==> config.mk <==
export PLATFORM = sky130hd
export DESIGN_NAME = dcache_array
export DESIGN_NICKNAME = d
export VERILOG_FILES = /design/src/dcache_pkg.sv /design/src/dcache_array.sv
export VERILOG_INCLUDE_DIRS = /design/src
export SDC_FILE = /design/constraint.sdc
export NUM_CORES = 2
export LEC_CHECK = 0
export BUFFER_PORTS_ARGS = -buffer_cell sky130_fd_sc_hd__buf_2
export CAP_MARGIN = 20
export CORE_ASPECT_RATIO = 1.1
export CORE_UTILIZATION = 47
export CTS_BUF_LIST = sky130_fd_sc_hd__clkbuf_4
export CTS_CLUSTER_DIAMETER = 40
export DETAILED_ROUTE_END_ITERATION = 8
export MAX_ROUTING_LAYER = met4
export PLACE_DENSITY = 0.62
export REMOVE_ABC_BUFFERS = 1
export SYNTH_ARGS = -nofsm -noshare
export SYNTH_HDL_FRONTEND = slang
export SYNTH_SLANG_ARGS = --single-unit
export TNS_END_PERCENT = 1
==> constraint.sdc <==
create_clock -name clk -period 32.4 [get_ports clk]
set_input_delay 6.48 -clock clk [delete_from_list [all_inputs] [get_ports clk]]
set_output_delay 6.48 -clock clk [all_outputs]
set_load 0.03 [all_outputs]
==> src/dcache_params.svh <==
`ifndef DCACHE_PARAMS_SVH
`define DCACHE_PARAMS_SVH

// ======================================================================
// cache geometry
// ======================================================================

`define DC_ADDR_W      32                              // byte address
`define DC_WORD_W      32
`define DC_LINE_WORDS  8
`define DC_LINE_W      (`DC_WORD_W * `DC_LINE_WORDS)   // 256 bits

`define DC_SETS        16                              // direct mapped
`define DC_INDEX_W     4

// address bits above index and line offset
`define DC_TAG_W       23

`endif

==> src/dcache_pkg.sv <==
package dcache_pkg;

`include "dcache_params.svh"

    // line operations handed to the line bridge
    typedef enum logic [1:0] {
        op_line_read  = 2'd0,   // refill
        op_line_write = 2'd1,   // dirty eviction
        op_word_write = 2'd2    // store miss, no allocate
    } mem_op_e;

    // one entry of the tag store
    typedef struct packed {
        logic                 valid;
        logic                 dirty;
        logic [`DC_TAG_W-1:0] tag;
    } tag_entry_t;

    // word 0 sits in the low bits
    typedef logic [`DC_LINE_W-1:0] line_t;

endpackage

==> src/dcache_array.sv <==
`timescale 1ns/1ps

`include "dcache_params.svh"

module dcache_array
    import dcache_pkg::*;
#(
    parameter type entry_t = line_t
) (
    input  logic                   clk,
    input  logic [`DC_INDEX_W-1:0] index,
    input  logic                   wen,
    input  entry_t                 wdata,
    output entry_t                 rdata
);

    // one entry per set
    entry_t mem_q [0:`DC_SETS-1];

    // single port, read-before-write
    always_ff @(posedge clk) begin
        if (wen) begin
            mem_q[index] <= wdata;
        end
        rdata <= mem_q[index];      // old entry on a same-index write
    end

endmodule

# After elaboration in Yosys (flattened, before gate mapping)
# Memories as Yosys holds them, arrays and structs flattened. A register that Yosys moved wholly into a read port is not among the register bits.
# Index checks and enable logic that the tools add are counted.
[op_classes]
shifts = 0
n_div = 0
muxes = 2
eq_ne = 0
bitwise = 0
order_cmp = 0
addsub = 0
n_reduce_logical = 0
n_mul = 0
[ops]
columns = ["operator", "n"]
rows = [
  ["two-way mux 1 bit", 2],
]
[totals]
inputBits = 262
mem_bits_ro = 0
ramBits = 4096
out_inout_bits = 256
mem_count = 1
word_cells = 3
register_bits = 0
latchBits = 0
[memory_table]
columns = ["memory", "depth", "width", "read_ports", "rd_clocked_by_memory_dff", "wr", "line_no", "rtl"]
rows = [
  ["mem_q", 16, 256, 1, 1, 1, "dcache_array.sv:18", "entry_t mem_q [0:`DC_SETS-1];"],
]

# Longest topological paths before layout
[depth]
ltp_word = 2
ltp_mapped = 7
mapped_depth_nobuf = 3

# Least setup slack after synthesis
# No wires, ideal clock.
[synth_timing]
path_type = "input to register"
from = "input index[0]"
to = "memory mem_q[0][0] (netlist bit), enable pin"
setup_slack_ps = 6800
arrival_time_ps = 24414
cell_stages = 5
setup_ps = 1187
required_time_ps = 31213
path_buffers = 4
cell_sequence = "buf_2 > buf_6 > buf_6 > buf_2 > nor3_1"
[synth_rtl]
columns = ["item", "line_no", "rtl"]
rows = [
  ["start, declared", "dcache_array.sv:11", "input logic [`DC_INDEX_W-1:0] index,"],
  ["end, declared", "dcache_array.sv:18", ""],
]
# Straight into the memory's write port.

==> metrics.sh <==
FMAX_GHz=0.0923
TOTALWIRELENGTH_MM=379
POST-ROUTE-DRC-COUNT=0
CTSROOTBUFFERMASTER='clkbuf_4'
RESIZED_CELLS_POST_CTS=0
TOTALNEGATIVESETUPSLACK_NS=0
WORST_HOLD_STARTPOINT='mem_q[15][87]'
SYN-INSTANCE-COUNT=6516
GR-USAGE-ALL-LAYERS=0.234
ROUTED-VIA-COUNT=76100
CLKTRANSATPATHREGS_NS=0.06
CTS_HTREE_LEVELS=7
PLACE_HPWL_MM=185
TIMING.CRITICAL_PATH.FANOUT_MAX=130
FINISH.CELL_COUNT_WITHOUT_FILLERS=13200
MAX_SLEW_MARGIN=0.120
DIE_HEIGHT_UM=610
FILLERS=25700
NUMBER_OF_BUFFERS_CREATED_BY_CTS=1162
HP-CLASS='register to register'
STATIC-LEAKAGE-POWER_nW=59.3
GLOBALROUTEOVERFLOWTOTAL=0
SETUP.WORST_PATH.START='index[1]'
VDD.IR_DROP.WORST_mV=0.0350
IO_BUFFERS=517
TIMING.RR.START='mem_q[3][239]'
CHIPWIDTH_UM=555
CLK_LATENCY_NS=1.67
WIRE_LENGTH_OF_THE_FIRST_GLOBAL_ROUTING_PASS_MM=547
AREA_GROWTH_PCT=14.1
CRITICAL_PATH_REQUIRED_NS=33.87
INITIALDRTVIOLATIONCOUNT=7565
PATH_CLASS='input pin to register'
HOLD_DEPTH=3
PERIOD_MINUS_SLACK_NS=10.83
ANTENNA_FOUND_INITIAL=127
CP.ARRIVAL_NS=12.30
SYNTH.CELLS.MOST_FREQUENT='edfxtp_1, mux4_2, a22oi_1'
DP.CELLS=11200
IO_PINS=518
SYNTH-ASYNC-RESET-RATIO=0
ROUTED_VIA_DENSITY=5.75
CTS.SINKS=4352
YS_WARN_COUNT=0
CTS.HOLD.BUFFERS_ADDED=0
SHARE_OF_POST_ROUTE_CELLS_WITH_DRIVE_STRENGTH_ABOVE_1=0.394
FIRST_GLOBAL_VIAS=82000
DETAIL_ROUTE.FIRST_PASS.ITERATIONS=5
WORST_CASE_REG_TO_REG_PATH_DEPTH=3
POSTCTSSETUPBUFFERS=0
ROW_COUNT=222
GP_CONGESTION=0.734
CLOCK-SKEW-FINAL_NS=0.101
ANTENNA_VIOLATING_NETS_POST_ROUTE=0
PERIOD_SHARE=0.334
CORE_AREA_SQ_UM=333000
SYNTH_CELL_TYPES=18
YOSYS-TOP-CELLS-AREA='edfxtp_1, mux4_2, dfxtp_1, a22oi_1, nand2_1'
MAX_SLEW.WORST_PIN.SLEW_NS=1.32
FINAL_NETS=8258
PIN_COUNT_OF_THE_BIGGEST_NET_ENTERING_GLOBAL_ROUTING=150
WORST_HOLD_SLACK_NS=0.602
GRT_SETUP_UNREPAIRED='false'
CRITPATHCAPTURETYPE='register'
PLACEMENT.SETUP.WORST_SLACK_NS=19.65
AVGSYNTHCELLAREA_SQ_UM=24.2
MOST_INSTANTIATED_LIBRARY_CELL_AFTER_SYNTHESIS='edfxtp_1'
OUTCOME='complete, no violations'
TIMING.FINAL.SETUP_VIOLATIONS=0
FINALHOLDVIOLCOUNT=0
SYNTH_EDF_COUNT=4096
CTS_TREE='built'
DIE_OUTLINE_AREA_SQ_UM=338000
WORSTSETUPSTARTPOINTTYPE='input pin'
YOSYS.AREA.TOP_TYPE='edfxtp_1'
FINAL_CRITICAL_PATH_SETUP_SLACK_NS=21.57
CAP_VIOL_MAX_COUNT=0
SYNTH-MAIN-FF-CELL='edfxtp_1'
FINALMAXSLEWVIOLATIONS=0
YOSYS_REGISTER_BITS=4352
SEQ_AREA_FRAC_SYNTH=0.812
FLOORPLAN.INITIALDENSITY=0.474
POWER_PER_CELL_AREA_nW_PER_UM2=64.2
POST-ROUTE-UTIL=0.540
SYNTH_TOP_CELL_AREA_SHARE=0.779
CLK_PATH_BUF_DEPTH=5
NETLIST_AREA_BEFORE_PLACEMENT_SQ_UM=158000
WL_PER_CELL_UM=28.6
layout by cell type (no fill, tap or decap), drive strengths merged:
master | netlist | final
or3b | 1 | 1
dfxtp | 256 | 256
nand2b | 2 | 2
clkinvlp | 0 | 4
diode | 0 | 82
nor2b | 2 | 2
nor2 | 13 | 13
a22oi | 512 | 512
nand3b | 2 | 2
inv | 0 | 23
mux4 | 1024 | 1024
clkinv | 0 | 227
clkbuf | 181 | 1684
buf | 164 | 661
and2 | 1 | 1
nand3 | 1 | 1
nand2 | 257 | 257
edfxtp | 4096 | 4096
bufinv | 0 | 16
nor3 | 4 | 4
metal layers:
layer,share of wire,track usage,routed length (um)
met5,0,-,0
met4,0.020,0.0783,7560
met3,0.079,0.0638,29800
met2,0.51,0.372,191000
met1,0.40,0.293,150000
final cells by class:
cell class,instances,area (sq um),area share
well taps,4368,5470,0.0303
multi-input cells,1819,28100,0.156
clock buffers,1684,12600,0.0702
flip-flops and latches,4352,128000,0.711
repair buffers,661,4080,0.0226
clock inverters,270,1490,0.00829
diodes,82,205,0.00114
path summary, 6_finish.rpt:
check | slack, ns | end
setup / recovery | 21.57 | rdata[161]
hold / removal | 0.60 | rdata[87]
setup reg to reg | 30.96 | rdata[239]
hold reg to reg | 0.60 | rdata[87]
report_power, final:
group	switching [mW]	total [mW]	internal (mW)
Sequential	0.0581	6.35	6.29
Clock	2.12	4.62	2.50
Combinational	0.384	0.599	0.215
Total	2.56	11.6	9.01
worst max-delay path, stage by stage:
cell	delay (ns)
buf_8	0.22
buf_4	0.41
buf_4	0.48
buf_12	0.54
buf_4	0.79
buf_4	0.49
buf_16	0.31
buf_4	0.69
buf_4	0.72
mux4_2	0.41
a22oi_1	0.23
nand2_1	0.09
flip-flops by register name, indices dropped and copies added, names as in the netlist:
signal / flops
mem_q: 4096
rdata: 256
metrics by stage:
stage	instance area [sq um]	total power [mW]
5_1_grt	180000	12.0
3_5_place_dp	166000	7.08
6_report	180000	11.6
4_1_cts	180000	11.7
2_1_floorplan	156000	6.80
3_3_place_gp	166000	7.07
cells by family after synthesis:
group                  count (synthesis)  share of synthesized area
and+or+nand+nor                      283                    0.00693
buffers and inverters                345                     0.0108
AOI/OAI and AO/OA                    512                     0.0244
muxes                               1024                      0.146
DFF                                 4352                      0.812
No activity file was read; power rests on OpenSTA's default activity.
