==> config.mk <==
export PLATFORM = sky130hd
export DESIGN_NAME = dcache_line_bridge
export DESIGN_NICKNAME = d
export VERILOG_FILES = /design/src/dcache_pkg.sv /design/src/dcache_line_bridge.sv
export VERILOG_INCLUDE_DIRS = /design/src
export SDC_FILE = /design/constraint.sdc
export NUM_CORES = 1
export LEC_CHECK = 0
export ABC_AREA = 1
export BUFFER_PORTS_ARGS = -buffer_cell sky130_fd_sc_hd__buf_2
export CAP_MARGIN = 20
export CELL_PAD_IN_SITES_DETAIL_PLACEMENT = 1
export CELL_PAD_IN_SITES_GLOBAL_PLACEMENT = 2
export CORE_MARGIN = 2
export CORE_UTILIZATION = 33
export DETAILED_ROUTE_END_ITERATION = 7
export GPL_TIMING_DRIVEN = 0
export PLACE_DENSITY_LB_ADDON = 0.1
export SYNTH_ARGS = -nofsm -noshare
export SYNTH_HDL_FRONTEND = slang
export SYNTH_SLANG_ARGS = --single-unit
==> constraint.sdc <==
create_clock -name clk -period 10.86 [get_ports clk]
set_input_delay 2.172 -clock clk [delete_from_list [all_inputs] [get_ports clk]]
set_output_delay 2.172 -clock clk [all_outputs]
set_load 0.05 [all_outputs]
==> src/dcache_params.svh <==
`ifndef DCACHE_PARAMS_SVH
`define DCACHE_PARAMS_SVH

// ======================================================================
// cache geometry
// ======================================================================

`define DC_ADDR_W      32                              // byte address
`define DC_WORD_W      32
`define DC_LINE_WORDS  8
`define DC_LINE_W      (`DC_WORD_W * `DC_LINE_WORDS)   // 256 bits

`define DC_SETS        16                              // direct mapped
`define DC_INDEX_W     4

// address bits above index and line offset
`define DC_TAG_W       23

`endif

==> src/dcache_pkg.sv <==
package dcache_pkg;

`include "dcache_params.svh"

    // line operations handed to the line bridge
    typedef enum logic [1:0] {
        op_line_read  = 2'd0,   // refill
        op_line_write = 2'd1,   // dirty eviction
        op_word_write = 2'd2    // store miss, no allocate
    } mem_op_e;

    // one entry of the tag store
    typedef struct packed {
        logic                 valid;
        logic                 dirty;
        logic [`DC_TAG_W-1:0] tag;
    } tag_entry_t;

    // word 0 sits in the low bits
    typedef logic [`DC_LINE_W-1:0] line_t;

endpackage

==> src/dcache_line_bridge.sv <==
`timescale 1ns/1ps

`include "dcache_params.svh"

module dcache_line_bridge
    import dcache_pkg::*;
(
    input  logic                  clk,
    input  logic                  reset,

    // controller side
    input  logic                  op_valid,
    input  mem_op_e               op_code,
    input  logic [`DC_ADDR_W-1:0] op_addr,
    input  line_t                 op_wline,
    input  logic [`DC_WORD_W-1:0] op_wword,
    output logic                  op_ready,
    output logic                  op_done,
    output line_t                 op_rline,

    // word-wide memory port
    output logic [`DC_ADDR_W-1:0] mem_addr,
    output logic                  mem_read,
    output logic                  mem_write,
    output logic [`DC_WORD_W-1:0] mem_wdata,
    input  logic [`DC_WORD_W-1:0] mem_rdata,
    input  logic                  mem_valid
);

    localparam int ADDR_W = `DC_ADDR_W;
    localparam int WORD_W = `DC_WORD_W;
    localparam int BEAT_W = $clog2(`DC_LINE_WORDS);
    localparam int OFF_W  = BEAT_W + $clog2(`DC_WORD_W / 8);   // byte offset in a line

    typedef enum logic [1:0] {
        st_idle,
        st_line_read,
        st_line_write,
        st_word_write
    } state_e;

    state_e              state;
    logic [BEAT_W-1:0]   beat;          // advances on acknowledge only
    logic                last_beat;
    logic                accept;

    logic [ADDR_W-1:0]   addr_q;        // line base, or word address
    line_t               wline_q;
    logic [WORD_W-1:0]   wword_q;
    line_t               rline_q;

    assign accept    = (state == st_idle) && op_valid;
    assign last_beat = (state == st_word_write) || (beat == BEAT_W'(`DC_LINE_WORDS - 1));

    // ======================================================================
    // sequencing
    // ======================================================================

    always_ff @(posedge clk) begin
        if (reset) begin
            state   <= st_idle;
            beat    <= '0;
            op_done <= 1'b0;
        end else begin
            op_done <= 1'b0;
            case (state)
                st_idle: begin
                    if (op_valid) begin
                        beat <= '0;
                        case (op_code)
                            op_line_read:  state <= st_line_read;
                            op_line_write: state <= st_line_write;
                            default:       state <= st_word_write;
                        endcase
                    end
                end
                default: begin
                    // a beat completes when memory acknowledges it
                    if (mem_valid) begin
                        if (last_beat) begin
                            state   <= st_idle;
                            beat    <= '0;
                            op_done <= 1'b1;
                        end else begin
                            beat <= beat + 1'b1;
                        end
                    end
                end
            endcase
        end
    end

    // operation payload and read buffer
    always_ff @(posedge clk) begin
        if (accept) begin
            if (op_code == op_word_write) begin
                addr_q <= op_addr;
            end else begin
                addr_q <= {op_addr[ADDR_W-1:OFF_W], {OFF_W{1'b0}}};
            end
            wline_q <= op_wline;
            wword_q <= op_wword;
        end
        if (state == st_line_read && mem_valid) begin
            rline_q[beat*WORD_W +: WORD_W] <= mem_rdata;    // slot of the acked beat
        end
    end

    // ======================================================================
    // memory command, decoded from registered state
    // ======================================================================

    assign mem_read  = (state == st_line_read);
    assign mem_write = (state == st_line_write) || (state == st_word_write);
    assign mem_addr  = addr_q + (ADDR_W'(beat) << 2);     // beat stays 0 on a word write
    assign mem_wdata = (state == st_word_write) ? wword_q
                                                : wline_q[beat*WORD_W +: WORD_W];

    assign op_ready = (state == st_idle);
    assign op_rline = rline_q;

endmodule

# Word-level counts from Yosys, hierarchy flattened
# Index checks and enable logic that the tools add are counted.
# totals
reg_bits	582
in_bits	358
out_inout_bits	324
wordCells	45
# classes
add_sub_neg	3
n_eq_ne	7
shift	3
muxes	12
n_bitwise	1
n_reduce_logical	11
# ops
cell	n
$bwmux W256	1
$shift A32 B34 Y256 const A	1
$shiftx A256 B9 Y32	1
$shiftx A32 B34 Y256	1
$neg A8 Y34	1
$add A32 B5 Y32	1
$mux W32	1
$mux W3	4
$mux W2	4
$eq A2 B2 Y1 const B	3
$eq A2 B1 Y1 const B	2
$logic_not A2 Y1	2
$pmux W2 S2	1
$reduce_bool A2 Y1	2
$add A3 B1 Y3 const B	1
$eq A3 B3 Y1 const B	1
$reduce_and A3 Y1	1
$reduce_or A3 Y1	1
$logic_and A1 B1 Y1	2
$logic_or A1 B1 Y1	2
$ne A2 B2 Y1 const B	1
$reduce_and A2 Y1	1
$mux W1	1
$not A1 Y1	1

# Logic depth before layout (Yosys ltp)
# depth
depth_word	5
depth_mapped	13
ltp_nobuf	11

# Worst setup path before layout
# Ideal clock, no wire load.
# synth_timing
path_kind	input port to flip-flop
start	in op_valid
end	reg state[0]
t_arrival_ps	9449
required_ps	10756
slack_ps	1307
stages	4
n_path_buf	0
path_cell_list	nand2_1 > inv_1 > o21ai_0 > o22ai_1
# synth_between
elab_chain_len	2
# synth_lines
item	line	source
from (decl)	dcache_line_bridge.sv:12	input logic op_valid,
$ne A2 B2 Y1 (no line)	--	
$reduce_and A3 Y1 (no line)	--	
to (signal assigned)	dcache_line_bridge.sv:61	state <= st_idle;
to (signal assigned)	dcache_line_bridge.sv:71	op_line_read: state <= st_line_read;
to (signal assigned)	dcache_line_bridge.sv:72	op_line_write: state <= st_line_write;
to (decl)	dcache_line_bridge.sv:42	state_e state;
# No other way between the ends.
# A chain may end at the register's enable or synchronous reset.

# Worst setup path in the final report
# layout_timing
start	reg beat[1]
end	out mem_addr[22]
# layout_between
elab_chain_len	1
# layout_lines
item	line	source
from (decl)	dcache_line_bridge.sv:43	logic [BEAT_W-1:0] beat;
from (signal assigned)	dcache_line_bridge.sv:85	beat <= beat + 1'b1;
$add A32 B5 Y32	dcache_line_bridge.sv:115	assign mem_addr = addr_q + (ADDR_W'(beat) << 2);
to (decl)	dcache_line_bridge.sv:22	output logic [`DC_ADDR_W-1:0] mem_addr,
# No other way between the ends.

==> flow_summary.ini <==
[status]
status = finished, final reports clean

[floorplanning]
initial_utilization_pct = 33.34
coreArea_mm2 = 0.07161
die_y_um = 273.0
chipWidth_um = 273.0
dieArea_mm2 = 0.07452
pin_count = 682
rows = 98

[pwr]
netSwitchingPower_mw = 1.549
power_mw = 5.739
leakage_nw = 12.15
seq_power_share_pct = 45.9
power.density_mw_per_mm2 = 184.4
pwr-share-clk_pct = 41.3
cellInternalPower_mw = 4.190
ir_drop_uv = 130.4
switching_share_pct = 26.98
combPwrFrac_pct = 12.8

[worst_setup_path]
arrival_ps = 3500
setup.worst_path.start_class = flip-flop
crit_required_ps = 8690
worst-setup-path-type = reg2out
startpoint = beat[1]$_SDFFE_PP0P_
endpoint_kind = output pin
reg2reg_from = beat[0]$_SDFFE_PP0P_
path_max_fanout = 12

[sta]
min_period_over_period_pct = 52.24
hold_ws_ps = 529.4
rsz0062_at_grt = no
finalMaxSlewViolations = 0
finalSetupViolations = 0
finalHoldViolCount = 0
fmax_mhz = 176.3
tightest_slew_ps = 951.1
finalClockSkew_ps = 14.50
slew_headroom_pct = 36.25
period_needed_ps = 5673

[cts]
post_cts_buffers = 0
cts.sinks = 582
tritoncts = done
cts_buffers = 68
clkTransAtPathRegs_ps = 60
ctsHoldBuffers = 0
cts.htree.levels = 3
cts_root_buffer = clkbuf_16
clockBufferDepth = 3
ctsResizeCount = 0
clk_latency_ps = 610

[route]
ant_nets = 0
vias_per_cell = 4.747
routed-via-count = 17888
drt_pre_antenna_iters = 7
wl_mm = 92.01
wire_per_inst_um = 24.42
drc = 0
drt_iter0_drc = 1016

[place]
dpl.cell_count = 3618
portBuffers = 681
gp_congestion = 0.8364
dp_hpwl_mm = 71.71
placed_area_mm2 = 0.02878

[global_routing]
antenna_found_initial = 51
overflow = 0
grt_max_degree = 136
track_usage_pct = 24.01
grt_pass1_wl_mm = 127.4
grt_pass1_vias = 18741

[cells_and_area]
drive_gt1_share_pct = 33.98
instances_no_fill = 3768
stdcell_area_mm2 = 0.03112
finalNetCount = 3108
syn_to_final_growth_pct = 30.36

[synthesis]
yosysTopAreaCell = edfxtp_1
dominantRegCellSynth = edfxtp_1
synth_most_common_cell = edfxtp_1
syn-instance-count = 1966
synth_area_mm2 = 0.02388
synth_top_area_share_pct = 72.45
syn_avg_cell_area_um2 = 12.14
ys_seq_elements = 582
netlist_top_cells_area = edfxtp_1 72%, nand2_1 6.6%, nor2_1 6.3%, inv_1 1.9%, nand3_1 1.6%
syn_nets = 2336
async_flop_share_pct = 0
synth_edf_count = 576
netlist_top_cells_count = 576 x edfxtp_1, 422 x nand2_1, 403 x nor2_1
ys_seq_area_share_pct = 72.95
ys_types = 36
ys_warn_count = 0

[worst_hold_path]
min_from = state[1]$_SDFFE_PP0P_
min_path_type = reg2reg

[job]
drv_cap = 0
-- kinds of logic (layout without fill, tap and decap cells) --
family,Yosys count,after routing,share of synthesized area [%]
simple gates,1026,1026,19.09
flops,582,582,72.95
buf+inv,230,1057,4.523
compound gates,105,105,2.374
fa+ha+maj,12,12,0.6603
xor+xnor,11,11,0.4035
other cells,0,25,0
-- worst paths after layout --
check,cells past startpoint,slack [ps],endpoint
setup / recovery,13,5190,mem_addr[22]
hold / removal,2,530,state[1]$_SDFFE_PP0P_
setup reg to reg,11,6910,op_rline[30]$_DFFE_PP_
hold reg to reg,2,530,state[1]$_SDFFE_PP0P_
-- cell type report --
class	instances	area, um2
clock buffers	83	1779
inverters	123	474.2
fillers	7881	40490
plain buffers	107	613.1
clock inverters	42	498.0
repair buffers	702	3666
flip-flops and latches	582	17420
multi-input cells	1154	5425
diodes	25	62.56
well taps	950	1189
-- power groups by stage --
stage / clock (mW) / combinational [mW] / sequential, mW
2_1_floorplan: 0 / 0.434 / 2.72
3_3_place_gp: 0 / 0.726 / 2.73
3_5_place_dp: 0 / 0.744 / 2.68
4_1_cts: 2.41 / 0.747 / 2.64
5_1_grt: 2.49 / 0.796 / 2.65
6_report: 2.37 / 0.733 / 2.64
-- worst max-delay path: stages (launching register included) --
cell	delay (ps)
dfxtp_1	580
buf_6	250
inv_4	70
buf_6	160
buf_6	180
fa_1	470
inv_1	120
nand2_1	60
nand2_1	60
nand2_1	70
nor2_2	340
nand3b_1	130
nand2_1	90
buf_2	290
-- registers in the layout, summed over array words and instances (netlist names) --
register and count:
addr_q 32, beat 3, op_done 1, op_rline 256, state 2, wline_q 256
wword_q 32
-- layout by cell type, fill, tap and decap left out, drive strengths merged --
| master | instances |
|---|---|
| o21ai | 52 |
| dfxtp | 6 |
| clkbuf | 113 |
| nor4 | 33 |
| nand3 | 76 |
| buf | 779 |
| clkinv | 25 |
| inv | 126 |
| ha | 11 |
| nor2 | 408 |
| xor2 | 6 |
| nor3 | 38 |
| clkinvlp | 4 |
| diode | 25 |
| fa | 1 |
| bufinv | 10 |
| xnor2 | 5 |
| nand4 | 33 |
| edfxtp | 576 |
| o211ai | 16 |
| nand2 | 425 |
| nand3b | 13 |
| o22ai | 1 |
| a21oi | 36 |
-- layer usage --
layer  track usage (%)  part of all wire, %  up-vias
met3             6.168                  6.2      201
met1             25.96                   36     8756
met4             9.707                  3.9       48
met2             44.46                   53      578
li1                  -                    -     8305
met5                 0                 0.33        -
-- through the flow --
stage / util [%] / setup WS, ps / TNS [ps]
5_1_grt: 43.43 / 4937 / 0
6_report: 43.46 / 5187 / 0
2_1_floorplan: - / 1307 / 0
4_1_cts: 43.38 / 5080 / 0
3_5_place_dp: 40.20 / 5768 / 0
3_3_place_gp: 39.76 / -2337 / -401780
(Power assumes the default switching activity.)
