`config.mk`:
```
export PLATFORM = sky130hd
export DESIGN_NAME = dcache_ctrl
export DESIGN_NICKNAME = d
export VERILOG_FILES = /design/src/dcache_pkg.sv /design/src/dcache_ctrl.sv
export VERILOG_INCLUDE_DIRS = /design/src
export SDC_FILE = /design/constraint.sdc
export NUM_CORES = 1
export LEC_CHECK = 0
export BUFFER_PORTS_ARGS = -buffer_cell sky130_fd_sc_hd__buf_2
export CAP_MARGIN = 20
export CORE_AREA = 2 2 496 498
export CTS_CLUSTER_SIZE = 25
export DETAILED_ROUTE_END_ITERATION = 7
export DIE_AREA = 0 0 498 500
export PLACE_DENSITY = 0.3
export SETUP_SLACK_MARGIN = 0.3
export SLEW_MARGIN = 5
export SYNTH_ARGS = -nofsm -noshare
export SYNTH_HDL_FRONTEND = slang
export SYNTH_SLANG_ARGS = --single-unit
```
`constraint.sdc`:
```
create_clock -name clk -period 3.81 [get_ports clk]
set_input_delay 0.1905 -clock clk [delete_from_list [all_inputs] [get_ports clk]]
set_output_delay 0.1905 -clock clk [all_outputs]
set_load 0.005 [all_outputs]
```
`src/dcache_params.svh`:
```
`ifndef DCACHE_PARAMS_SVH
`define DCACHE_PARAMS_SVH

// ======================================================================
// cache geometry
// ======================================================================

`define DC_ADDR_W      32                              // byte address
`define DC_WORD_W      32
`define DC_LINE_WORDS  8
`define DC_LINE_W      (`DC_WORD_W * `DC_LINE_WORDS)   // 256 bits

`define DC_SETS        16                              // direct mapped
`define DC_INDEX_W     4

// address bits above index and line offset
`define DC_TAG_W       23

`endif

```
`src/dcache_pkg.sv`:
```
package dcache_pkg;

`include "dcache_params.svh"

    // line operations handed to the line bridge
    typedef enum logic [1:0] {
        op_line_read  = 2'd0,   // refill
        op_line_write = 2'd1,   // dirty eviction
        op_word_write = 2'd2    // store miss, no allocate
    } mem_op_e;

    // one entry of the tag store
    typedef struct packed {
        logic                 valid;
        logic                 dirty;
        logic [`DC_TAG_W-1:0] tag;
    } tag_entry_t;

    // word 0 sits in the low bits
    typedef logic [`DC_LINE_W-1:0] line_t;

endpackage

```
`src/dcache_ctrl.sv`:
```
`timescale 1ns/1ps

`include "dcache_params.svh"

module dcache_ctrl
    import dcache_pkg::*;
(
    input  logic                   clk,
    input  logic                   reset,

    // processor side
    input  logic                   req_valid,
    input  logic                   req_write,
    input  logic [`DC_ADDR_W-1:0]  req_addr,
    input  logic [`DC_WORD_W-1:0]  req_wdata,
    output logic                   req_ready,
    output logic                   resp_valid,
    output logic [`DC_WORD_W-1:0]  resp_rdata,

    // tag and line arrays
    output logic [`DC_INDEX_W-1:0] tag_index,
    output logic                   tag_wen,
    output tag_entry_t             tag_wdata,
    input  tag_entry_t             tag_rdata,
    output logic [`DC_INDEX_W-1:0] line_index,
    output logic                   line_wen,
    output line_t                  line_wdata,
    input  line_t                  line_rdata,

    // line bridge
    output logic                   op_valid,
    output mem_op_e                op_code,
    output logic [`DC_ADDR_W-1:0]  op_addr,
    output line_t                  op_wline,
    output logic [`DC_WORD_W-1:0]  op_wword,
    input  logic                   op_ready,
    input  logic                   op_done,
    input  line_t                  op_rline
);

    localparam int WORD_W  = `DC_WORD_W;
    localparam int INDEX_W = `DC_INDEX_W;
    localparam int TAG_W   = `DC_TAG_W;
    localparam int BYTE_W  = $clog2(`DC_WORD_W / 8);
    localparam int WSEL_W  = $clog2(`DC_LINE_WORDS);
    localparam int OFF_W   = BYTE_W + WSEL_W;

    typedef enum logic [3:0] {
        st_init,            // clearing valid bits after reset
        st_idle,
        st_lookup,          // array data back, compare
        st_store_hit,
        st_evict_req,
        st_evict_wait,
        st_refill_req,
        st_refill_wait,
        st_word_req,
        st_word_wait
    } state_e;

    state_e               state;
    logic [INDEX_W-1:0]   init_cnt;

    // accepted request
    logic [`DC_ADDR_W-1:0] addr_q;
    logic [WORD_W-1:0]    wdata_q;
    logic                 write_q;

    logic [INDEX_W-1:0]   req_index;
    logic [INDEX_W-1:0]   addr_index;
    logic [TAG_W-1:0]     addr_tag;
    logic [WSEL_W-1:0]    addr_wsel;
    logic [INDEX_W-1:0]   set_index;
    logic                 hit;
    line_t                merged;

    assign req_index  = req_addr[OFF_W +: INDEX_W];
    assign addr_index = addr_q[OFF_W +: INDEX_W];
    assign addr_tag   = addr_q[`DC_ADDR_W-1 -: TAG_W];
    assign addr_wsel  = addr_q[BYTE_W +: WSEL_W];

    assign hit = tag_rdata.valid && (tag_rdata.tag == addr_tag);

    // ======================================================================
    // control FSM
    // ======================================================================

    always_ff @(posedge clk) begin
        if (reset) begin
            state      <= st_init;
            init_cnt   <= '0;
            resp_valid <= 1'b0;
        end else begin
            resp_valid <= 1'b0;
            case (state)
                st_init: begin
                    init_cnt <= init_cnt + 1'b1;
                    if (init_cnt == INDEX_W'(`DC_SETS - 1)) state <= st_idle;
                end
                st_idle: if (req_valid) state <= st_lookup;
                st_lookup: begin
                    if (hit && !write_q) begin
                        resp_valid <= 1'b1;         // load hit, 2 cycles after accept
                        state      <= st_idle;
                    end else if (hit) begin
                        state <= st_store_hit;
                    end else if (write_q) begin
                        state <= st_word_req;       // no write allocate
                    end else if (tag_rdata.valid && tag_rdata.dirty) begin
                        state <= st_evict_req;
                    end else begin
                        state <= st_refill_req;
                    end
                end
                st_store_hit:   state <= st_idle;
                st_evict_req:   if (op_ready) state <= st_evict_wait;
                st_evict_wait:  if (op_done)  state <= st_refill_req;
                st_refill_req:  if (op_ready) state <= st_refill_wait;
                st_refill_wait: begin
                    if (op_done) begin
                        resp_valid <= 1'b1;
                        state      <= st_idle;
                    end
                end
                st_word_req:    if (op_ready) state <= st_word_wait;
                st_word_wait:   if (op_done)  state <= st_idle;
                default:        state <= st_idle;
            endcase
        end
    end

    // request latch and load data
    always_ff @(posedge clk) begin
        if (state == st_idle && req_valid) begin
            addr_q  <= req_addr;
            wdata_q <= req_wdata;
            write_q <= req_write;
        end
        if (state == st_lookup) begin
            resp_rdata <= line_rdata[addr_wsel*WORD_W +: WORD_W];
        end else if (state == st_refill_wait && op_done) begin
            resp_rdata <= op_rline[addr_wsel*WORD_W +: WORD_W];
        end
    end

    assign req_ready = (state == st_idle);

    // ======================================================================
    // array access
    // ======================================================================

    // in idle the arrays are read with the incoming address
    assign set_index  = (state == st_init) ? init_cnt :
                        (state == st_idle) ? req_index : addr_index;
    assign tag_index  = set_index;
    assign line_index = set_index;

    always_comb begin
        merged = line_rdata;
        merged[addr_wsel*WORD_W +: WORD_W] = wdata_q;
    end

    always_comb begin
        tag_wen    = 1'b0;
        tag_wdata  = '0;                    // invalid entry during the reset walk
        line_wen   = 1'b0;
        line_wdata = op_rline;
        case (state)
            st_init: tag_wen = 1'b1;
            st_store_hit: begin
                tag_wen    = 1'b1;
                tag_wdata  = '{valid: 1'b1, dirty: 1'b1, tag: addr_tag};
                line_wen   = 1'b1;
                line_wdata = merged;
            end
            st_refill_wait: begin
                tag_wen   = op_done;            // install clean line
                tag_wdata = '{valid: 1'b1, dirty: 1'b0, tag: addr_tag};
                line_wen  = op_done;
            end
            default: ;
        endcase
    end

    // operation to the line bridge
    assign op_valid = (state == st_evict_req) || (state == st_refill_req) ||
                      (state == st_word_req);

    always_comb begin
        case (state)
            st_evict_req: begin
                op_code = op_line_write;
                op_addr = {tag_rdata.tag, addr_index, {OFF_W{1'b0}}};   // victim line
            end
            st_refill_req: begin
                op_code = op_line_read;
                op_addr = addr_q;
            end
            default: begin
                op_code = op_word_write;
                op_addr = addr_q;
            end
        endcase
    end

    assign op_wline = line_rdata;   // victim data, held while the set index holds
    assign op_wword = wdata_q;

endmodule

```
Yosys cells after proc, flatten, opt, wreduce, memory -nomap -nowiden. Cells that the tools add are included.

Register bits after elaboration: 106. Logic and storage cells: 70. Output and inout bits: 648. Bits of input ports: 607.

Reduce and logical (&&, ||, !) cells: 13. Add/subtract/negate cells: 2. Mux-type cells: 26. Shifts and indexed selects: 4. Equality and inequality tests: 18.

Operator list (number): 256-bit by 9-bit variable part select with 32-bit output (2); 256-bit bitwise mux (1); 256-bit 2-to-1 mux (1); 32-bit by 34-bit variable shift with 256-bit output (first input constant) (1); 32-bit by 34-bit variable part select with 256-bit output (1); 32-bit 2-to-1 mux (3); 25-bit case mux with 2 select lines (1); 4-bit 2-to-1 mux (12); 8-bit negator with 34-bit output (1); 4-bit case mux with 8 select lines (1); 23-bit equality test (1); 4-bit by 3-bit equality test with 1-bit output (second input constant) (4); 4-bit equality test (second input constant) (3); 2-bit != test (second input constant) (6); 4-bit by 2-bit equality test with 1-bit output (second input constant) (2); 7-bit AND reduction (1); 1-bit case mux with 2 select lines (3); 1-bit logical AND (5); 4-bit by 1-bit adder with 4-bit output (second input constant) (1); 4-bit by 1-bit equality test with 1-bit output (second input constant) (1); 4-bit logical NOT (1); 2-bit case mux with 2 select lines (1); 2-bit OR reduction (2); 1-bit logical OR (2); 5 further kinds (6).

Logic depth before layout (Yosys ltp). Gate-level depths: netlist of the first run.

Depth in word-level cells: 6. Gate-level depth with buffers: 11. Depth with buffers taken out: 8.

Least setup slack after synthesis of the first run. Ideal clock, no wire load.

Path kind: register -> register. Start: register state[2]. End: register addr_q[0] (enable). Slack: 0.601 ns. Required time: 3.380 ns. Clock period less this slack: 3.209 ns. Stages on the path, launching flop included: 4. Arrival: 2.780 ns. Path buffers: 1. Library setup time: 0.430 ns. Path through: dfxtp_1 buf_1 nor4b_2 and2_1.

Cells in the longest elaborated chain, start to end: 2.

RTL lines: from (decl) (RTL line dcache_ctrl.sv:61) `state_e state;`; from (signal assigned) (RTL line dcache_ctrl.sv:90) `state <= st_init;`; from (signal assigned) (RTL line dcache_ctrl.sv:98) `` if (init_cnt == INDEX_W'(`DC_SETS - 1)) state <= st_idle; ``; from (signal assigned) (RTL line dcache_ctrl.sv:100) `st_idle: if (req_valid) state <= st_lookup;`; 4-bit by 1-bit equality test with 1-bit output; net req_ready (RTL line dcache_ctrl.sv:16) `output logic req_ready,`; 1-bit logical AND (RTL line dcache_ctrl.sv:134) `if (state == st_idle && req_valid) begin`; to (signal assigned) (RTL line dcache_ctrl.sv:135) `addr_q <= req_addr;`; to (decl) (RTL line dcache_ctrl.sv:65) `` logic [`DC_ADDR_W-1:0] addr_q; ``.

The timed path passes the listed nets, and every way through them passes these cells. A chain may end at the register's enable or synchronous reset.

Final worst setup path of the first run.
Start: register addr_q[3]. End: output line_wdata[169].

Cells in the longest elaborated chain, start to end: 4. Elaborated cells on any way between the ends: 5. Classes of those cells: add/sub (1); shift (2); mux (2).

RTL lines: 8-bit negator with 34-bit output (*) (RTL line dcache_ctrl.sv:160) `merged[addr_wsel*WORD_W +: WORD_W] = wdata_q;`; 32-bit by 34-bit variable part select with 256-bit output / 32-bit by 34-bit variable shift with 256-bit output (equally long branches) (RTL line dcache_ctrl.sv:160); 256-bit bitwise mux (*) (RTL line dcache_ctrl.sv:160); 256-bit 2-to-1 mux (*) (RTL line dcache_ctrl.sv:168) `case (state)`; to (decl) (RTL line dcache_ctrl.sv:27) `output line_t line_wdata,`.

Every way passes the cells marked *; elsewhere a longest branch is shown, timed or not.

==> results list, run 1 <==
- The run finished with clean final reports.
* Deepest clock path buffer count: 2
- Post-detailed-route DRC marker count: 0
- For this design, the sink count on the clock tree is 106.
- After detailed placement, the design holds a cell count of 5,984.
* Initial standard-cell utilization of the core: about 6.4%
* Highest-delay cell along the critical path: edfxtp_1
- Walking the worst path, the cells encountered are buf_6 > nor3_2 > nor2_4 > buf_4 > nand2_8 > buf_4 > nand2_1 > a31oi_1 > buf_2.
- Total negative slack for setup checks: 0 ns
- STA classifies the critical path endpoint as a primary output.
- The tool flagged a number of max-cap violations equal to 0.
* Worst hold-check path type: in2reg
- Critical R2R Launch: state[2]
* Final hold vios: 0
* Internal portion of total power: ~2400 uW
- Fin Clk Skew: between 0.03 and 0.04 ns
- VDD sags by at most about 0.29 mV.
- Aggregate routed wire length: approximately 230,000 microns
- Largest delay contributor family on the critical path: buffers and inverters
- Number of buffers inserted during clock tree synthesis: 9
* Fraction of final layout cells with drive strength greater than 1: a little under three fifths
- Cell count after synthesis: around 1,900
- Number of nets in the layout: about 3,500
- The worst pin sits at a relative slew slack of between 20 and 30%.
- The clock network is responsible for 29.6% of the overall power.
- The startpoint identified for the worst hold timing path is req_addr[3].
* Peak clock frequency supported by timing: about 0.3 GHz
- Chip width: around 500 microns
- Area of the mapped netlist: around 16,000 sq um
- For this run the aggregate overflow at the end of global routing stands at 0.
* Gate power share: roughly two fifths
- Initial DRT Pass Iterations: 6
* Post-synthesis average cell area: about 8.3 sq um
- Max incr delay on CP: 0.44 ns
* CP Launch Type: flip-flop
- Total non-filler cell area in the finished layout: ~26,000 sq um
- At the end of routability-driven placement, the weighted congestion stood at between 0.9 and 1.
- Worst path arrival time: ~3.2 ns
- The first global-routing pass estimated 274,000 microns of wire.
- The later pin in the worst-skew pair is clocked with a latency of roughly 0.49 ns.
- Count of endpoints failing setup in the final report: 0
* Crit Path Class: reg2out
- Port Buf Inserts: 1,254
- In this run the worst path has a maximum fanout of 21.
- Synth-to-layout area growth: 64.0%
- Maximum number of pins on one net before global-route repair: 86
- Switching component of the power: between 1500 and 2000 uW
* Pwr per Cell Area: about 170 nW/um^2
* Final cell count without fillers: just over 6,000
- Sequential fraction of the synthesis area: roughly a fifth
- The initial antenna violation count was roughly 130.
- Synth warn: 0
* Post-synth ARST share: 0%
- The number of pins exceeding their max-slew limit in the final report was 0.
- By instance count, the cell type seen most on the critical path is buf_4.
- In this run the count of I/O pins placed on the die edge is 1,255.
- The via count of the first global-routing pass came to 20,900.
- Row cnt: between 150 and 200
- Net Count, Synth: between 2,000 and 3,000
- TritonCTS built the clock tree.
- Post-route minimum period: around 3.4 ns
- In this run the remaining antenna-violating nets after routing total 0.
- Die area: ~250,000 sq um
* WHS: between 0.04 and 0.05 ns
- Unique masters post-synth: 42
- Most frequently used flop master after synthesis: edfxtp_1
* Via count of the routed design: ~22,000
- Tracing the worst setup path back leads to its startpoint at addr_q[3].
- Vertical die dimension: 500 microns
- Switching part of the total: between 40% and 50%
* Drt initial violations: between 2,000 and 2,500
- Data required time of the worst path: between 3 and 4 ns
- Total cell area at the placement stage: approximately 24,000 sq um
- At the pin with the least slew margin, the transition time is 1.06 ns.
- The cell sitting at the root of the clock tree is a clkbuf_16.
- Clk slew on worst S/H paths: 0.14 ns
- Sequential cells account for between 20 and 30% of the total power.
- Using the TritonRoute via totals, the vias-per-cell ratio works out to about 3.5.
* Half-perimeter wire length after detailed placement: just under 200,000 microns
- Global routing consumed, over all layers together, approximately 18% of the routing resources.
* Area of the core: about 240,000 sq um
- In the final routed layout, each cell accounts on average for roughly 37 microns.
* Deepest level of the CTS H-tree: 3
- Sum of buffers and inverters on the critical path: 4
* Synthesis-stage register bit count: approximately 110
- Total chip power: between 4000 and 5000 uW
* Number of synthesized flops with an enable pin: 97
- Leakage power of the design: about 0.011 uW
- After synthesis, the largest area contributor takes up 23.0% of total cell area.
- Most area-consuming cells after synthesis: mux4_2 (23%), edfxtp_1 (19%), buf_4 (13%), a31oi_1 (7.7%), nor2_1 (6.6%)
- Of the available clock period, the critical path in the final layout requires 88.0%.
* Most area-hungry cell type in the Yosys netlist: mux4_2
* RSZ-0062 raised after global routing: true
==> layout by cell type, fill, tap and decap left out, types with 3 or more instances in the layout <==
cell type / count
clkinv_8: 3
inv_1: 4
a21oi_1: 72
mux2i_1: 69
ha_1: 6
buf_2: 1253
nor4_1: 4
nor2_1: 271
buf_4: 70
dlygate4sd3_1: 65
and3_4: 3
nand4_1: 4
edfxtp_1: 97
nor3_1: 3
o21ai_0: 9
buf_12: 31
nand2_1: 205
mux4_2: 160
dfxtp_1: 8
mux2_2: 23
buf_6: 3
clkbuf_16: 10
a31oi_1: 192
and3_1: 23
diode_2: 68
nand3_4: 4
and2_4: 6
nor2b_1: 4
nand3_1: 196
xnor2_1: 8
nor2_4: 3
xor2_1: 18
==> power by group through the flow <==
stage | clock network (uW) | registers, uW | logic, uW
floorplan | 0 | 1300 | 584
global placement | 0 | 1300 | 1770
detailed placement | 0 | 1300 | 1770
CTS | 1420 | 1270 | 1830
global route | 1400 | 1270 | 1910
finish | 1300 | 1270 | 1820
==> cell families after synthesis <==
family | Yosys count | synth area share [%]
compound gates | 281 | 10.6
xor+xnor | 26 | 1.45
fa+ha+maj | 6 | 0.478
buf+inv | 479 | 18.3
flops | 106 | 19.7
mux | 252 | 29.0
simple gates | 743 | 20.4
==> final cells by class <==
class / instances / area (sq um)
tap: 3220 / 4030
fill: 28600 / 219000
sequential: 106 / 3090
clock buffer: 9 / 225
clock inverter: 7 / 88.8
antenna: 68 / 170
multi-input combinational: 1309 / 9930
inverter: 7 / 28.8
timing repair buffer: 1425 / 8180
==> final timing paths <==
path | endpoint | slack [ns] | depth (start not counted)
max | line_wdata[169] | 0.46 | 9
min reg2reg | init_cnt[3] | 0.56 | 2
max reg2reg | resp_rdata[19] | 0.72 | 6
min | addr_q[3] | 0.04 | 1
==> synthesized netlist by cell type, types with 2 or more instances <==
master and n:
nor2_1 274, buf_4 264, nand2_1 209, nand3_1 200, a31oi_1 192, clkbuf_1 166, mux4_2 160, edfxtp_1 97
a21oi_1 72, mux2i_1 69, and3_1 26, buf_1 25, mux2_2 23, xor2_1 18, buf_6 11, dfxtp_1 9
o21ai_0 9, xnor2_1 8, buf_2 6, ha_1 6, and2_1 5, nor3_1 5, nor4_1 5, inv_1 4
nand4_1 4, nor2b_1 4, nor3b_1 4, a211oi_1 2, inv_2 2, or2_2 2
==> through the flow <==
stage / worst slack [ns] / util, %
finish: 0.458 / 10.5
global route: 0.231 / 10.5
global placement: 0.530 / 9.93
CTS: 0.293 / 10.4
floorplan: 0.601 / -
detailed placement: 0.534 / 9.96
==> flip-flops by register name (all words and copies together), names as in the netlist <==
signal,flops
resp_valid,1
op_wword,32
init_cnt,4
resp_rdata,32
write_q,1
addr_q,32
state,4
==> what timing repair did <==
| action | CTS | global route |
|---|---|---|
| hold endpoints to repair | 69 | 0 |
| setup endpoints to repair | 148 | 29 |
| gates cloned | 1 | 1 |
| pin swaps | 3 | 1 |
| buffers inserted | 12 | 4 |
| resized for setup | 7 | 3 |
| hold buffers | 65 | 0 |
==> layer usage <==
metal | track usage [%] | up-vias | wire, microns
li1 | - | 8694 | -
met1 | 20.2 | 10900 | 88200
met2 | 27.4 | 1739 | 99800
met3 | 9.05 | 376 | 29300
met4 | 6.59 | 76 | 9690
met5 | 0 | - | 504
No activity file was read; power rests on OpenSTA's default activity.
==> inputs of run 2 (changes only) <==
--- a/config.mk
+++ b/config.mk
@@ -8,10 +8,10 @@
 export LEC_CHECK = 0
 export BUFFER_PORTS_ARGS = -buffer_cell sky130_fd_sc_hd__buf_2
 export CAP_MARGIN = 20
-export CORE_AREA = 2 2 496 498
+export CORE_AREA = 2 2 488 490
 export CTS_CLUSTER_SIZE = 25
 export DETAILED_ROUTE_END_ITERATION = 7
-export DIE_AREA = 0 0 498 500
+export DIE_AREA = 0 0 490 492
 export PLACE_DENSITY = 0.3
 export SETUP_SLACK_MARGIN = 0.3
 export SLEW_MARGIN = 5
==> run 2 against run 1 <==
  * Fmax decreased by 1.0%
  * Via count decreased by 2.4%
  * Die area decreased by 3.2%
  * Non-clock buffer count increased by 18
  * Hold slack improved by 0.11 ns
  * Clock skew increased by 0.0086 ns
  * Clock power about the same
  * Critical path type unchanged
  * Critical endpoint is now line_wdata[202]
  * Largest cell class unchanged
  * Highest routed layer unchanged
==> results list, run 2 (synthesis gave the netlist of run 1 again) <==
- The maximum number of pins on one net before global-route repair came to 108 (was 86).
- Max Fanout on Critical Path: 7 (was 21)
* Final clock period utilization by the worst path: 88.9% (was 88.0%)
- The pin slew with the least headroom to its limit is 1.09 ns (was 1.06 ns).
* Max Slew Vio Count: 0 (unchanged)
* Detail Route Antenna Nets: 0 (unchanged)
* Post-route minimum period: 3.39 ns (was 3.35 ns)
- The width of the die is 490 microns (was 498 microns).
- The signed area change from the synthesized netlist to the final layout is 63.6% (was 64.0%).
* Drt initial violations: 2,006 (was 2,414)
- The final worst clock skew was 0.0416 ns (was 0.0330 ns).
- Most common cell after layout, fill and taps aside: buf_2 (unchanged)
* Deepest clock path buffer count: 2 (unchanged)
- The first-pass GRT wire length was 258,000 microns (was 274,000 microns).
- The number of buffers and inverters on the critical path was 4 (unchanged).
* Critical register-to-register path endpoint: resp_rdata[15] (was resp_rdata[19])
- Launch point of the worst path: addr_q[3] (unchanged)
- The met3 track utilization from global routing came to 8.43% (was 9.05%).
- The family of cells with the greatest summed delay on the critical path is buffers and inverters (unchanged).
- The class of the most critical hold timing path is in2reg (unchanged).
* Leakage power of the design: 0.0108 uW (was 0.0107 uW)
- The sort of element at the start of the critical path was a flip-flop (unchanged).
- Cells on worst reg2reg path: 6 (unchanged)
* Count of endpoints failing setup in the final report: 0 (unchanged)
- Run status: finished clean (unchanged).
- The TritonCTS clock tree is built (unchanged).
- The final count of hold timing violations came to 0 (unchanged).
- The final net count was 3,488 (was 3,471).
- Via count of the routed design: 21,200 (was 21,700)
- Pwr per Cell Area: 167 nW/um^2 (was 171 nW/um^2)
* Total negative slack for setup checks: 0 ns (unchanged)
* Ordered list of cells on the worst path: inv_1 > ha_1 > ha_1 > nor2_1 > buf_4 > and2_4 > buf_4 > nand3_1 > a31oi_1 > buf_2 (was buf_6 > nor3_2 > nor2_4 > buf_4 > nand2_8 > buf_4 > nand2_1 > a31oi_1 > buf_2)
- Final core utilization: 10.9% (was 10.5%)
* Routed WL per cell: 35.0 microns (was 37.0 microns)
* Top-level port count: 1,255 (unchanged)
- The critical path's slowest cell was edfxtp_1 (unchanged).
- The first-pass iteration count of the detailed router came to 5 (was 6).
- Gpl congestion: 0.959 (was 0.942)
- Crit Path Class: reg2out (unchanged)
- The data required time at the worst endpoint is 3.62 ns (about the same).
* Largest voltage drop on the vdd net: 0.278 mV (was 0.291 mV)
- Kind of end point of the critical path: primary output (unchanged)
* Fraction of final layout cells with drive strength greater than 1: 55.8% (was 55.6%)
- The overall die area was 241,000 sq um (was 249,000 sq um).
- The endpoint of the most critical setup path was line_wdata[202] (was line_wdata[169]).
- The number of buffers created by CTS was 9 (unchanged).
* GRT Total Usage: 16.9% (was 17.5%)
- Worst path arrival time: 3.20 ns (was 3.16 ns)
- The met1 track demand over resource in global routing is 19.7% (was 20.2%).
- The highest achievable clock rate came to 0.295 GHz (was 0.298 GHz).
- Half-perimeter wire length after detailed placement: 181,000 microns (was 196,000 microns)
* Area of the core: 236,000 sq um (was 244,000 sq um)
- The detailed-route wire length is 213,000 microns (was 227,000 microns).
* Initial standard-cell utilization of the core: 6.64% (was 6.43%)
- The clock-pin slew on the worst setup and hold paths is 0.14 ns (about the same).
* Levels on crit path: 10 (was 9)
- Top library cells by usage in the layout, fill and taps aside: buf_2 (1,253), nor2_1 (272), nand2_1 (205) (was buf_2 (1,253), nor2_1 (271), nand2_1 (205))
- The per-cell via count in the routed design was 3.49 (was 3.54).
* Vias in the first global route: 20,200 (was 20,900)
- Headroom to the max-slew limit: 27.2% (was 29.1%)
* RSZ-0062 raised after global routing: false (was true)
* Maximum capacitance violations: 0 (unchanged)
- The number of DRC violations after detailed routing came to 0 (unchanged).
- Clock tree sinks: 106 (unchanged)
- Critical R2R Launch: state[2] (unchanged)
- Max incr delay on CP: 0.52 ns (was 0.44 ns)
* Port Buf Inserts: 1,254 (unchanged)
- The flop-to-flop setup slack is 0.70 ns (was 0.72 ns).
- The residual overflow from global routing came to 0 (unchanged).
* Clock latency on the worst-skew pair: 0.50 ns (was 0.49 ns)
- The vertical die dimension was 492 microns (was 500 microns).
- The highest-utilization routing layer at the global route stage was met2 (unchanged).
- The number of levels in the clock H-tree came to 3 (unchanged).
- The initial antenna violation count came to 116 (was 132).
* Global-route met2 utilization: 27.3% (was 27.4%)
- Clock tree root buffer cell: clkbuf_16 (unchanged)
- The row count was 179 (was 182).
run 2: cell type report:
cell class,instances,area [sq um]
Tap cell,3167,3960
Inverter,7,28.8
Sequential cell,106,3090
Clock buffer,9,225
Timing Repair Buffer,1443,8300
Fill cell,27600,211000
Multi-Input combinational cell,1308,9910
Clock inverter,7,91.3
Antenna cell,33,82.6
run 2: metrics by stage:
stage               std cells  power, uW  area, sq um  hold slack [ns]  setup slack, ns
floorplan                1893       1880        15700            0.289            0.601
global placement         5936       2980        24200            0.368            0.421
detailed placement       5938       2970        24300            0.369            0.438
CTS                      6047       4440        25600            0.114            0.333
global route             6064       4510        25600            0.141            0.292
finish                   6080       4300        25700            0.156            0.423
run 2: per-layer routing:
metal  up-vias  wire length, microns
li1       8668                     -
met1     10700                 83500
met2      1535                 96800
met3       248                 26100
met4        64                  5670
met5         -                   437
run 2: where the power goes:
| part | leakage, uW | total [uW] | switching, uW | internal [uW] |
|---|---|---|---|---|
| Clock | 0.000152 | 1310 | 827 | 482 |
| Sequential | 0.000945 | 1270 | 3.24 | 1270 |
| Combinational | 0.00974 | 1720 | 1030 | 685 |
run 2: worst reg2reg max path, cell delays in order (launching register included):
cell     delay [ns]
dfxtp_1        0.49
nor2_1         0.27
and2_4         0.22
buf_12         0.20
buf_12         0.37
mux4_2         0.72
mux4_2         0.59
run 2: repair_timing:
action,in CTS,in global routing
setup buffers,26,0
hold endpoints to repair,66,0
cloned,1,0
gates resized for setup,5,1
hold buffers,66,0
pin swaps,3,0
endpoints found under the setup margin,150,1
run 2: worst min-delay path by stage:
stage | from | to | slack, ns | depth (start not counted)
6_report | tag_rdata[23] | state[1] | 0.16 | 4
4_1_cts | tag_rdata[23] | state[1] | 0.11 | 4
5_1_grt | tag_rdata[23] | state[1] | 0.14 | 4
3_5_place_dp | req_addr[25] | addr_q[25] | 0.37 | 1
3_3_place_gp | req_addr[25] | addr_q[25] | 0.37 | 1
2_1_floorplan | req_addr[0] | addr_q[0] | 0.29 | 0
